### config.mk
export PLATFORM = sky130hd
export DESIGN_NAME = blocking_cache
export DESIGN_NICKNAME = d
export VERILOG_FILES = /design/src/verilog/mem_msg_pkg.sv /design/src/verilog/cache_cfg_pkg.sv /design/src/verilog/cache_req_decode.sv /design/src/verilog/cache_ctrl.sv /design/src/verilog/cache_dpath.sv /design/src/verilog/cache_resp.sv /design/src/verilog/blocking_cache.sv
export SDC_FILE = /design/constraint.sdc
export NUM_CORES = 2
export LEC_CHECK = 0
export BUFFER_PORTS_ARGS = -buffer_cell sky130_fd_sc_hd__buf_2
export CORE_MARGIN = 1
export CORE_UTILIZATION = 28
export DETAILED_ROUTE_END_ITERATION = 10
export GPL_TIMING_DRIVEN = 0
export PLACE_DENSITY = 0.52
export SYNTH_ARGS = -nofsm -noshare
export SYNTH_HDL_FRONTEND = slang
export SYNTH_SLANG_ARGS = --single-unit
### constraint.sdc
create_clock -name clk -period 9.7 [get_ports clk]
set_input_delay 0.485 -clock clk [delete_from_list [all_inputs] [get_ports clk]]
set_output_delay 0.485 -clock clk [all_outputs]
set_load 0.01 [all_outputs]
### src/verilog/mem_msg_pkg.sv
// Memory message definitions
// Field widths and type codes shared by the processor and memory sides

package mem_msg_pkg;

  // ----------------------------------------------------------
  // Field widths
  // ----------------------------------------------------------

  localparam int ADDR_W = 32;   // Byte address
  localparam int DATA_W = 32;   // Processor word
  localparam int LINE_W = 128;  // One cache line, four words
  localparam int OPQ_W  = 8;    // Opaque tag echoed in a response
  localparam int TYPE_W = 3;    // Message type

  // ----------------------------------------------------------
  // Type codes, same in both directions
  // ----------------------------------------------------------

  localparam logic [TYPE_W-1:0] MSG_READ  = 3'd0;
  localparam logic [TYPE_W-1:0] MSG_WRITE = 3'd1;

  // Processor side layout
  //   request  : type, opaque, addr, data (DATA_W)
  //   response : type, opaque, data (DATA_W)
  // A read response carries the word at the request address.
  // A write response carries zero data.

  // Memory side layout
  //   request  : type, addr (line aligned), data (LINE_W)
  //   response : data (LINE_W), read requests only
  // A memory write completes on its request pulse.

  // All accesses are full aligned words, so
  // there is no length field on either side

endpackage

### src/verilog/cache_cfg_pkg.sv
// Cache configuration
// Geometry of the direct-mapped cache, address views and controller state codes

package cache_cfg_pkg;

  // ----------------------------------------------------------
  // Geometry
  // ----------------------------------------------------------

  localparam int NUM_LINES      = 16;
  localparam int IDX_W          = 4;   // Line index
  localparam int OFS_W          = 2;   // Word within line
  localparam int BYTE_W         = 2;   // Byte within word
  localparam int WORDS_PER_LINE = 4;
  localparam int TAG_W          = mem_msg_pkg::ADDR_W - IDX_W - OFS_W - BYTE_W;

  // One address, seen raw or split into its fields
  typedef union packed {
    logic [mem_msg_pkg::ADDR_W-1:0] raw;
    struct packed {
      logic [TAG_W-1:0]  tag;
      logic [IDX_W-1:0]  idx;
      logic [OFS_W-1:0]  ofs;
      logic [BYTE_W-1:0] byte_ofs;
    } f;
  } cache_addr_u;

  // Controller states
  localparam int ST_W = 3;
  localparam logic [ST_W-1:0] ST_IDLE        = 3'd0;
  localparam logic [ST_W-1:0] ST_TAG_CHECK   = 3'd1;
  localparam logic [ST_W-1:0] ST_EVICT       = 3'd2;
  localparam logic [ST_W-1:0] ST_REFILL_REQ  = 3'd3;
  localparam logic [ST_W-1:0] ST_REFILL_WAIT = 3'd4;
  localparam logic [ST_W-1:0] ST_ACCESS      = 3'd5;
  localparam logic [ST_W-1:0] ST_RESP        = 3'd6;

endpackage

### src/verilog/cache_req_decode.sv
// Cache request decoder
// Captures an accepted request and presents its address as tag, index and offset

`timescale 1ns/100ps

module cache_req_decode (
  input  logic                              clk,
  input  logic                              rst_n,
  input  logic                              cachereq_en,     // Accepted request only
  input  logic [mem_msg_pkg::TYPE_W-1:0]    cachereq_type,
  input  logic [mem_msg_pkg::OPQ_W-1:0]     cachereq_opaque,
  input  logic [mem_msg_pkg::ADDR_W-1:0]    cachereq_addr,
  input  logic [mem_msg_pkg::DATA_W-1:0]    cachereq_data,
  output logic [mem_msg_pkg::TYPE_W-1:0]    req_type,
  output logic [mem_msg_pkg::OPQ_W-1:0]     req_opaque,
  output logic [cache_cfg_pkg::TAG_W-1:0]   req_tag,
  output logic [cache_cfg_pkg::IDX_W-1:0]   req_idx,
  output logic [cache_cfg_pkg::OFS_W-1:0]   req_ofs,
  output logic [mem_msg_pkg::DATA_W-1:0]    req_data
);

  import cache_cfg_pkg::*;

  cache_addr_u addr_q;  // Held request address

  // Request registers, held until the next accepted request
  always_ff @(posedge clk or negedge rst_n) begin
    if (!rst_n) begin
      req_type   <= '0;
      req_opaque <= '0;
      addr_q     <= '0;
      req_data   <= '0;
    end else if (cachereq_en) begin
      req_type   <= cachereq_type;
      req_opaque <= cachereq_opaque;
      addr_q.raw <= cachereq_addr;
      req_data   <= cachereq_data;
    end
  end

  // ----------------------------------------------------------
  // Field view of the held address
  // ----------------------------------------------------------

  assign req_tag = addr_q.f.tag;
  assign req_idx = addr_q.f.idx;
  assign req_ofs = addr_q.f.ofs;   // Byte offset is ignored, accesses are aligned

endmodule

### src/verilog/cache_ctrl.sv
// Cache controller
// FSM for tag check, write-back, refill, word access and response

`timescale 1ns/100ps

module cache_ctrl (
  input  logic                              clk,
  input  logic                              rst_n,
  input  logic                              cachereq_en,
  input  logic [mem_msg_pkg::TYPE_W-1:0]    req_type,
  input  logic                              tag_match,
  input  logic                              line_valid,
  input  logic                              line_dirty,
  input  logic                              memresp_en,
  output logic                              cache_busy,
  output logic                              req_load,
  output logic                              array_wen,
  output logic                              refill_sel,
  output logic                              word_wen,
  output logic                              evict_sel,
  output logic                              read_line_en,
  output logic                              memreq_en,
  output logic [mem_msg_pkg::TYPE_W-1:0]    memreq_type,
  output logic                              cacheresp_en
);

  import mem_msg_pkg::*;
  import cache_cfg_pkg::*;

  logic [ST_W-1:0] state;
  logic [ST_W-1:0] state_next;
  logic            hit;
  logic            is_write;

  assign hit      = tag_match & line_valid;
  assign is_write = (req_type == MSG_WRITE);

  // ----------------------------------------------------------
  // State register
  // ----------------------------------------------------------

  always_ff @(posedge clk or negedge rst_n) begin
    if (!rst_n) begin
      state <= ST_IDLE;
    end else begin
      state <= state_next;
    end
  end

  // ----------------------------------------------------------
  // Next state
  // ----------------------------------------------------------

  always_comb begin
    state_next = state;
    case (state)
      ST_IDLE: begin
        if (cachereq_en) begin
          state_next = ST_TAG_CHECK;
        end
      end
      ST_TAG_CHECK: begin
        if (hit) begin
          state_next = ST_ACCESS;
        end else if (line_valid && line_dirty) begin
          state_next = ST_EVICT;      // Victim must go back first
        end else begin
          state_next = ST_REFILL_REQ;
        end
      end
      ST_EVICT: begin
        state_next = ST_REFILL_REQ;   // Write completes on its pulse
      end
      ST_REFILL_REQ: begin
        state_next = ST_REFILL_WAIT;
      end
      ST_REFILL_WAIT: begin
        if (memresp_en) begin
          state_next = ST_ACCESS;
        end
      end
      ST_ACCESS: begin
        state_next = ST_RESP;
      end
      ST_RESP: begin
        state_next = ST_IDLE;
      end
      default: begin
        state_next = ST_IDLE;
      end
    endcase
  end

  // ----------------------------------------------------------
  // Outputs
  // ----------------------------------------------------------

  assign cache_busy = (state != ST_IDLE);
  assign req_load   = cachereq_en & (state == ST_IDLE);  // Pulses while busy are dropped

  // Refill writes the line in the cycle memory answers
  assign refill_sel = (state == ST_REFILL_WAIT);
  assign array_wen  = refill_sel & memresp_en;

  assign word_wen     = (state == ST_ACCESS) & is_write;
  assign read_line_en = (state == ST_ACCESS) & ~is_write;

  // Memory side, write-back then refill read
  assign evict_sel   = (state == ST_EVICT);
  assign memreq_en   = evict_sel | (state == ST_REFILL_REQ);
  assign memreq_type = evict_sel ? MSG_WRITE : MSG_READ;

  assign cacheresp_en = (state == ST_RESP);

endmodule

### src/verilog/cache_dpath.sv
// Cache datapath
// Tag, valid, dirty and data arrays with refill, word merge and memory request forming

`timescale 1ns/100ps

module cache_dpath (
  input  logic                              clk,
  input  logic                              rst_n,
  input  logic [cache_cfg_pkg::TAG_W-1:0]   req_tag,
  input  logic [cache_cfg_pkg::IDX_W-1:0]   req_idx,
  input  logic [cache_cfg_pkg::OFS_W-1:0]   req_ofs,
  input  logic [mem_msg_pkg::DATA_W-1:0]    req_data,
  input  logic [mem_msg_pkg::LINE_W-1:0]    memresp_data,
  input  logic                              array_wen,
  input  logic                              refill_sel,
  input  logic                              word_wen,
  input  logic                              evict_sel,
  output logic                              tag_match,
  output logic                              line_valid,
  output logic                              line_dirty,
  output logic [mem_msg_pkg::LINE_W-1:0]    cache_line,
  output logic [mem_msg_pkg::ADDR_W-1:0]    memreq_addr,
  output logic [mem_msg_pkg::LINE_W-1:0]    memreq_data
);

  import mem_msg_pkg::*;
  import cache_cfg_pkg::*;

  logic [TAG_W-1:0]     tag_array  [NUM_LINES];
  logic [LINE_W-1:0]    data_array [NUM_LINES];
  logic [NUM_LINES-1:0] valid_bits;
  logic [NUM_LINES-1:0] dirty_bits;

  logic [TAG_W-1:0]     stored_tag;
  logic [LINE_W-1:0]    merged_line;
  logic [LINE_W-1:0]    write_line;
  logic                 data_wen;
  cache_addr_u          evict_addr;
  cache_addr_u          refill_addr;

  // Combinational lookup at the request index
  assign stored_tag = tag_array[req_idx];
  assign cache_line = data_array[req_idx];
  assign tag_match  = (stored_tag == req_tag);
  assign line_valid = valid_bits[req_idx];
  assign line_dirty = dirty_bits[req_idx];

  // Replace only the addressed word
  always_comb begin
    merged_line = cache_line;
    for (int w = 0; w < WORDS_PER_LINE; w++) begin
      if (w == int'(req_ofs)) begin
        merged_line[w*DATA_W +: DATA_W] = req_data;
      end
    end
  end

  assign write_line = refill_sel ? memresp_data : merged_line;
  assign data_wen   = array_wen | word_wen;

  // ----------------------------------------------------------
  // Array writes
  // ----------------------------------------------------------

  always_ff @(posedge clk) begin
    if (data_wen) begin
      data_array[req_idx] <= write_line;
    end
    if (array_wen) begin
      tag_array[req_idx] <= req_tag;
    end
  end

  always_ff @(posedge clk or negedge rst_n) begin
    if (!rst_n) begin
      valid_bits <= '0;
      dirty_bits <= '0;
    end else if (array_wen) begin
      valid_bits[req_idx] <= 1'b1;   // Fresh line is clean
      dirty_bits[req_idx] <= 1'b0;
    end else if (word_wen) begin
      dirty_bits[req_idx] <= 1'b1;
    end
  end

  // ----------------------------------------------------------
  // Memory request, line aligned
  // ----------------------------------------------------------

  always_comb begin
    evict_addr.f.tag       = stored_tag;   // Victim lives at the old tag
    evict_addr.f.idx       = req_idx;
    evict_addr.f.ofs       = '0;
    evict_addr.f.byte_ofs  = '0;
    refill_addr.f.tag      = req_tag;
    refill_addr.f.idx      = req_idx;
    refill_addr.f.ofs      = '0;
    refill_addr.f.byte_ofs = '0;
  end

  assign memreq_addr = evict_sel ? evict_addr.raw : refill_addr.raw;
  assign memreq_data = cache_line;  // Used by write-back only

endmodule

### src/verilog/cache_resp.sv
// Cache response block
// Holds the read line and builds the response word, type and opaque tag

`timescale 1ns/100ps

module cache_resp (
  input  logic                              clk,
  input  logic                              rst_n,
  input  logic                              read_line_en,
  input  logic [mem_msg_pkg::LINE_W-1:0]    cache_line,
  input  logic [cache_cfg_pkg::OFS_W-1:0]   req_ofs,
  input  logic [mem_msg_pkg::TYPE_W-1:0]    req_type,
  input  logic [mem_msg_pkg::OPQ_W-1:0]     req_opaque,
  output logic [mem_msg_pkg::TYPE_W-1:0]    cacheresp_type,
  output logic [mem_msg_pkg::OPQ_W-1:0]     cacheresp_opaque,
  output logic [mem_msg_pkg::DATA_W-1:0]    cacheresp_data
);

  import mem_msg_pkg::*;

  logic [LINE_W-1:0] line_q;
  logic [DATA_W-1:0] read_word;

  // Line register, loaded in the access cycle of a read
  always_ff @(posedge clk or negedge rst_n) begin
    if (!rst_n) begin
      line_q <= '0;
    end else if (read_line_en) begin
      line_q <= cache_line;
    end
  end

  assign read_word = line_q[req_ofs*DATA_W +: DATA_W];

  // ----------------------------------------------------------
  // Response fields
  // ----------------------------------------------------------

  assign cacheresp_type   = req_type;
  assign cacheresp_opaque = req_opaque;
  assign cacheresp_data   = (req_type == MSG_WRITE) ? '0 : read_word;  // Writes return zero

endmodule

### src/verilog/blocking_cache.sv
// Blocking cache top level
// 256-byte direct-mapped write-back cache built from decoder, FSM, datapath and response

`timescale 1ns/100ps

module blocking_cache (
  input  logic                              clk,
  input  logic                              rst_n,
  // Processor request
  input  logic                              cachereq_en,
  input  logic [mem_msg_pkg::TYPE_W-1:0]    cachereq_type,
  input  logic [mem_msg_pkg::OPQ_W-1:0]     cachereq_opaque,
  input  logic [mem_msg_pkg::ADDR_W-1:0]    cachereq_addr,
  input  logic [mem_msg_pkg::DATA_W-1:0]    cachereq_data,
  output logic                              cache_busy,
  // Processor response
  output logic                              cacheresp_en,
  output logic [mem_msg_pkg::TYPE_W-1:0]    cacheresp_type,
  output logic [mem_msg_pkg::OPQ_W-1:0]     cacheresp_opaque,
  output logic [mem_msg_pkg::DATA_W-1:0]    cacheresp_data,
  // Memory side
  output logic                              memreq_en,
  output logic [mem_msg_pkg::TYPE_W-1:0]    memreq_type,
  output logic [mem_msg_pkg::ADDR_W-1:0]    memreq_addr,
  output logic [mem_msg_pkg::LINE_W-1:0]    memreq_data,
  input  logic                              memresp_en,
  input  logic [mem_msg_pkg::LINE_W-1:0]    memresp_data
);

  import mem_msg_pkg::*;
  import cache_cfg_pkg::*;

  // ----------------------------------------------------------
  // Internal wires
  // ----------------------------------------------------------

  logic [TYPE_W-1:0] req_type;
  logic [OPQ_W-1:0]  req_opaque;
  logic [TAG_W-1:0]  req_tag;
  logic [IDX_W-1:0]  req_idx;
  logic [OFS_W-1:0]  req_ofs;
  logic [DATA_W-1:0] req_data;
  logic              req_load;
  logic              tag_match;
  logic              line_valid;
  logic              line_dirty;
  logic [LINE_W-1:0] cache_line;
  logic              array_wen;
  logic              refill_sel;
  logic              word_wen;
  logic              evict_sel;
  logic              read_line_en;

  // Decoder only sees requests the FSM accepts
  cache_req_decode i_req_decode (
    .clk             (clk),
    .rst_n           (rst_n),
    .cachereq_en     (req_load),
    .cachereq_type   (cachereq_type),
    .cachereq_opaque (cachereq_opaque),
    .cachereq_addr   (cachereq_addr),
    .cachereq_data   (cachereq_data),
    .req_type        (req_type),
    .req_opaque      (req_opaque),
    .req_tag         (req_tag),
    .req_idx         (req_idx),
    .req_ofs         (req_ofs),
    .req_data        (req_data)
  );

  cache_ctrl i_ctrl (
    .clk          (clk),
    .rst_n        (rst_n),
    .cachereq_en  (cachereq_en),
    .req_type     (req_type),
    .tag_match    (tag_match),
    .line_valid   (line_valid),
    .line_dirty   (line_dirty),
    .memresp_en   (memresp_en),
    .cache_busy   (cache_busy),
    .req_load     (req_load),
    .array_wen    (array_wen),
    .refill_sel   (refill_sel),
    .word_wen     (word_wen),
    .evict_sel    (evict_sel),
    .read_line_en (read_line_en),
    .memreq_en    (memreq_en),
    .memreq_type  (memreq_type),
    .cacheresp_en (cacheresp_en)
  );

  cache_dpath i_dpath (
    .clk          (clk),
    .rst_n        (rst_n),
    .req_tag      (req_tag),
    .req_idx      (req_idx),
    .req_ofs      (req_ofs),
    .req_data     (req_data),
    .memresp_data (memresp_data),
    .array_wen    (array_wen),
    .refill_sel   (refill_sel),
    .word_wen     (word_wen),
    .evict_sel    (evict_sel),
    .tag_match    (tag_match),
    .line_valid   (line_valid),
    .line_dirty   (line_dirty),
    .cache_line   (cache_line),
    .memreq_addr  (memreq_addr),
    .memreq_data  (memreq_data)
  );

  cache_resp i_resp (
    .clk              (clk),
    .rst_n            (rst_n),
    .read_line_en     (read_line_en),
    .cache_line       (cache_line),
    .req_ofs          (req_ofs),
    .req_type         (req_type),
    .req_opaque       (req_opaque),
    .cacheresp_type   (cacheresp_type),
    .cacheresp_opaque (cacheresp_opaque),
    .cacheresp_data   (cacheresp_data)
  );

endmodule

**Yosys cells after proc, flatten, opt, wreduce, memory -nomap -nowiden**

Memory sizes are Yosys's and may differ from the RTL's.
Cells that the tools add are included.

- Bitwise operators: 12
- Shift operators: 1
- Equality and inequality tests: 13
- Reductions and logical operators: 7
- Order comparisons: 2
- Mux-type cells: 25

Operators with widths:

| operator | number |
|---|---|
| $mux 32 | 6 |
| $mux 128 | 1 |
| $shiftx 128x8->32 | 1 |
| $mux 16 | 2 |
| $or 16x16->16 | 2 |
| $eq 24x24->1 | 1 |
| $pmux 3 s6 | 1 |
| $and 16x16->16 | 1 |
| $not 16->16 | 1 |
| $eq 3x3->1 const B | 3 |
| $mux 1 | 9 |
| $mux 3 | 3 |
| $bmux 1 s4 | 2 |
| $eq 3x1->1 const B | 2 |
| $eq 3x2->1 const B | 2 |
| $and 1x1->1 | 5 |
| $lt 4x5->1 const B | 1 |
| $demux 1 s4 | 1 |
| $eq 2x2->1 const A | 2 |
| $ge 4x1->1 const B | 1 |
| $ne 2x2->1 const B | 2 |
| $logic_not 3->1 | 1 |
| $reduce_bool 3->1 | 1 |
| $eq 1x2->1 const A | 1 |
| other kinds (6) | 8 |

- Register bits after elaboration: 238
- Bits in writable memories: 2432
- Bits of input ports: 207
- Memories kept: 2
- Output and inout bits: 209

Memory list:

| name | depth | bits a word | read ports | clocked after memory_dff | wr ports | line | RTL |
|---|---|---|---|---|---|---|---|
| i_dpath.data_array | 16 | 128 | 1 | 0 | 1 | cache_dpath.sv:30 | `logic [LINE_W-1:0] data_array [NUM_LINES];` |
| i_dpath.tag_array | 16 | 24 | 1 | 0 | 1 | cache_dpath.sv:29 | `logic [TAG_W-1:0] tag_array [NUM_LINES];` |

**Depth between registers and ports, before layout**

- Depth in word-level cells: 7
- Mapped depth: 13
- Depth with buffers taken out: 8

**Hierarchy**

Synthesis repeated with hierarchy kept, for this count alone.

- Cells, all modules: 4845
- Area, all modules: 106240.6 µm²

Modules (own cells, without submodules):

| module | instances | area an instance (µm²) | cells an instance |
|---|---|---|---|
| cache_dpath | 1 | 97081.9 | 4302 |
| cache_resp | 1 | 5830.6 | 356 |
| cache_req_decode | 1 | 3062.9 | 154 |
| cache_ctrl | 1 | 265.3 | 33 |

**Worst setup path before layout**

Ideal clock, no wire load.

- Kind: register -> register
- From: reg i_req_decode.addr_q[7] (netlist bit)
- To: mem i_dpath.data_array[11][0] (enable)
- Required time: 9081 ps
- Buffers on the path: 6
- Arrival: 7719 ps
- Cell stages (with the launch flop): 9
- Path slack: 1362 ps
- Path through: dfrtp_1 -> buf_2 -> buf_2 -> buf_2 -> clkbuf_1 -> buf_1 -> buf_1 -> nand2_1 -> nor2_1

RTL lines:

| what | line | RTL |
|---|---|---|
| start, declared | cache_req_decode.sv:24 | `cache_addr_u addr_q;` |
| end, declared | cache_dpath.sv:30 |  |

Straight into the memory's write port.

**Worst setup path in the final report**

- From: reg i_req_decode.addr_q[7] (netlist bit)
- To: mem i_dpath.data_array[10][68] (enable)

Straight into the memory's write port.

==> metrics.cfg <==
[critical_path]
regToRegStartpoint = i_req_decode.addr_q[7]
reg2reg_to = i_dpath.data_array[10][68]
crit_arrival_ns = 7.68
cp-start-kind = register
cp_max_fo = 19
reg2reg_depth = 11
crit_start = i_req_decode.addr_q[7]
regToRegSetupSlack_ns = 2.60
path_class = reg -> reg
critPathRequiredTime_ns = 10.28
end_kind = register

[global_routing]
grt-ovfl-total = 0
grt_pass1_vias = 56200
grt_pass1_wl_um = 501000
grt_max_degree = 111
antenna_found_initial = 66
grt.total_usage = 0.195

[min_path]
hp-class = in -> async

[drt]
dr_total_vias = 56500
drtIter0Drc = 6626
drtPass1Iterations = 5
routed_wl_um = 377000
vias_per_cell = 5.13
drc = 0
wire_per_inst_um = 34.2
antenna_left = 0

[synthesis]
ys.flop_type = edfxtp_1
synth_edf_count = 2432
synth.distinct_cells = 63
yosys-top-cells-area = edfxtp_1 (70%), mux4_2 (16%), dfrtp_1 (5.6%)
netlist_top_cells_count = edfxtp_1 (2432), mux4_2 (753), dfrtp_1 (236)
synth_top_area_share = 0.695
syn_area_per_cell_um2 = 21.9
synth_cells = 4797
seq_area_frac_synth = 0.751
synth-seq-cells = 2668
yosysMostFrequentCell = edfxtp_1
yosys.area.top_type = edfxtp_1
ys_async_sr_fraction = 0.0885
ys_warn_count = 0
synthesis.area_um2 = 105000

[cells_and_area]
nNetsFinal = 5947
drive_gt1_frac = 0.352
fin_cells = 11000
n_fill_cell = 35100
area_growth_pct = 21.2

[place]
post-place-cells = 10300
dp_hpwl_um = 262000
gp_congestion = 0.854
portBuffers = 406

[cts]
htree_levels = 5
cts_tree = built
post_cts_buffers = 0
clock_path_buffers = 4
cts.sinks = 2668
numCtsBuffers = 296
clk_pin_slew_ns = 0.06
cts-root-buf = clkbuf_16
clk_latency_ns = 0.95

[job]
cap_violations = 2

[sta]
rsz0062_at_grt = no
finalHoldViolCount = 0
fmax_mhz = 141
worst_pin_slew_ns = 1.55
skew_ns = 0.104
period_share = 0.732
relSlewSlack = -0.0321
fin_crit_ns = 7.10
slew_violations = 11
setup_tns_ns = 0
final-setup-viol-count = 0

[floorplanning]
die_h_um = 615
fp.coreArea_um2 = 373000
die_area_um2 = 378000
start_util = 0.282
num_rows = 224
die_x_um = 615
boundaryPins = 416

[power_and_ir_drop]
ir_drop_mv = 0.174
leakage_nw = 41.4
p_per_area_nw_per_um2 = 369

[run_status]
violations = capacitance limit, slew limit
run_status = finished, violations left

[worst max-delay path by stage]
stage / cells after the start / endpoint / slack, ns
global placement: 8 / i_dpath.data_array[11][68] / -10.72
CTS: 11 / i_dpath.data_array[10][68] / 2.47
finish: 11 / i_dpath.data_array[10][68] / 2.60
global route: 11 / i_dpath.data_array[10][68] / 2.37
detailed placement: 11 / i_dpath.data_array[10][68] / 2.48
floorplan: 8 / i_dpath.data_array[11][0] / 1.36
[cell usage in the layout, fill, tap and decap left out, types with 51 or more instances in the layout]
master / instances
nor2_1: 64
buf_1: 51
dfrtp_1: 236
o21ai_1: 128
clkbuf_16: 301
clkbuf_1: 189
mux4_2: 753
nand2_1: 201
diode_2: 74
mux2i_1: 191
mux2_2: 207
clkinv_1: 55
buf_2: 473
dlygate4sd3_1: 75
buf_12: 115
edfxtp_1: 2432
[metal layers]
metal	track usage	part of all wire
met4	0.103	0.056
met3	0.0411	0.084
met2	0.317	0.48
met1	0.246	0.38
met5	0	0.00032
[cell type report]
type / count / area (um^2) / share of cell area
Timing Repair Buffer: 640 / 6080 / 0.0477
Clock inverter: 164 / 1610 / 0.0127
Inverter: 14 / 52.6 / 0.000413
Antenna cell: 74 / 185 / 0.00145
Clock buffer: 373 / 7910 / 0.0621
Multi-Input combinational cell: 1840 / 25100 / 0.197
Tap cell: 4972 / 6220 / 0.0488
Sequential cell: 2668 / 78900 / 0.620
Buffer: 280 / 1270 / 0.00995
[metrics by stage]
step,total power [W],utilization,hold slack (ns),instance area [um^2],worst slack [ns]
floorplan,0.0269,-,0.189,105000,1.36
global placement,0.0355,0.304,0.446,113000,-10.72
detailed placement,0.0361,0.314,0.430,117000,2.48
CTS,0.0472,0.341,0.0277,127000,2.47
global route,0.0484,0.342,0.0850,127000,2.37
finish,0.0470,0.342,0.103,127000,2.60
[state kept, by name (all words and copies together) (netlist names), named ones only]
register,cells
i_req_decode.addr_q,30
i_dpath.data_array,2048
i_dpath.tag_array,384
i_req_decode.req_data,32
i_req_decode.req_opaque,8
i_dpath.valid_bits,16
i_resp.line_q,128
i_ctrl.state,3
i_req_decode.req_type,3
[worst max-delay path: stages, from the launching register on]
cell	delay, ns
dfrtp_1	0.45
buf_2	0.36
buf_2	0.45
buf_2	0.37
clkbuf_1	0.86
buf_1	0.92
buf_1	0.85
nand2_1	0.73
nor2_4	0.95
buf_12	0.29
buf_12	0.21
buf_12	0.22
[what timing repair did]
item                      in CTS  in global routing
hold endpoints to repair     155                  1
gates resized for setup        0                  0
hold buffers                  74                  1
[cells by family (layout without fill, tap and decap cells)]
group | after synthesis | after routing | share of synthesized area
compound gates | 255 | 255 | 0.0144
xor+xnor | 26 | 26 | 0.00217
buf+inv | 294 | 1471 | 0.0125
mux | 1157 | 1157 | 0.203
other cells | 1 | 80 | 0.0000357
simple gates | 396 | 396 | 0.0164
flops | 2668 | 2668 | 0.751
[power breakdown]
part	total (W)	switching (W)	internal, W
clock	0.0112	0.00475	0.00643
combinational	0.0176	0.0119	0.00562
sequential	0.0183	0.00138	0.0169
total	0.0470	0.0181	0.0290
No activity file was read; power rests on OpenSTA's default activity.
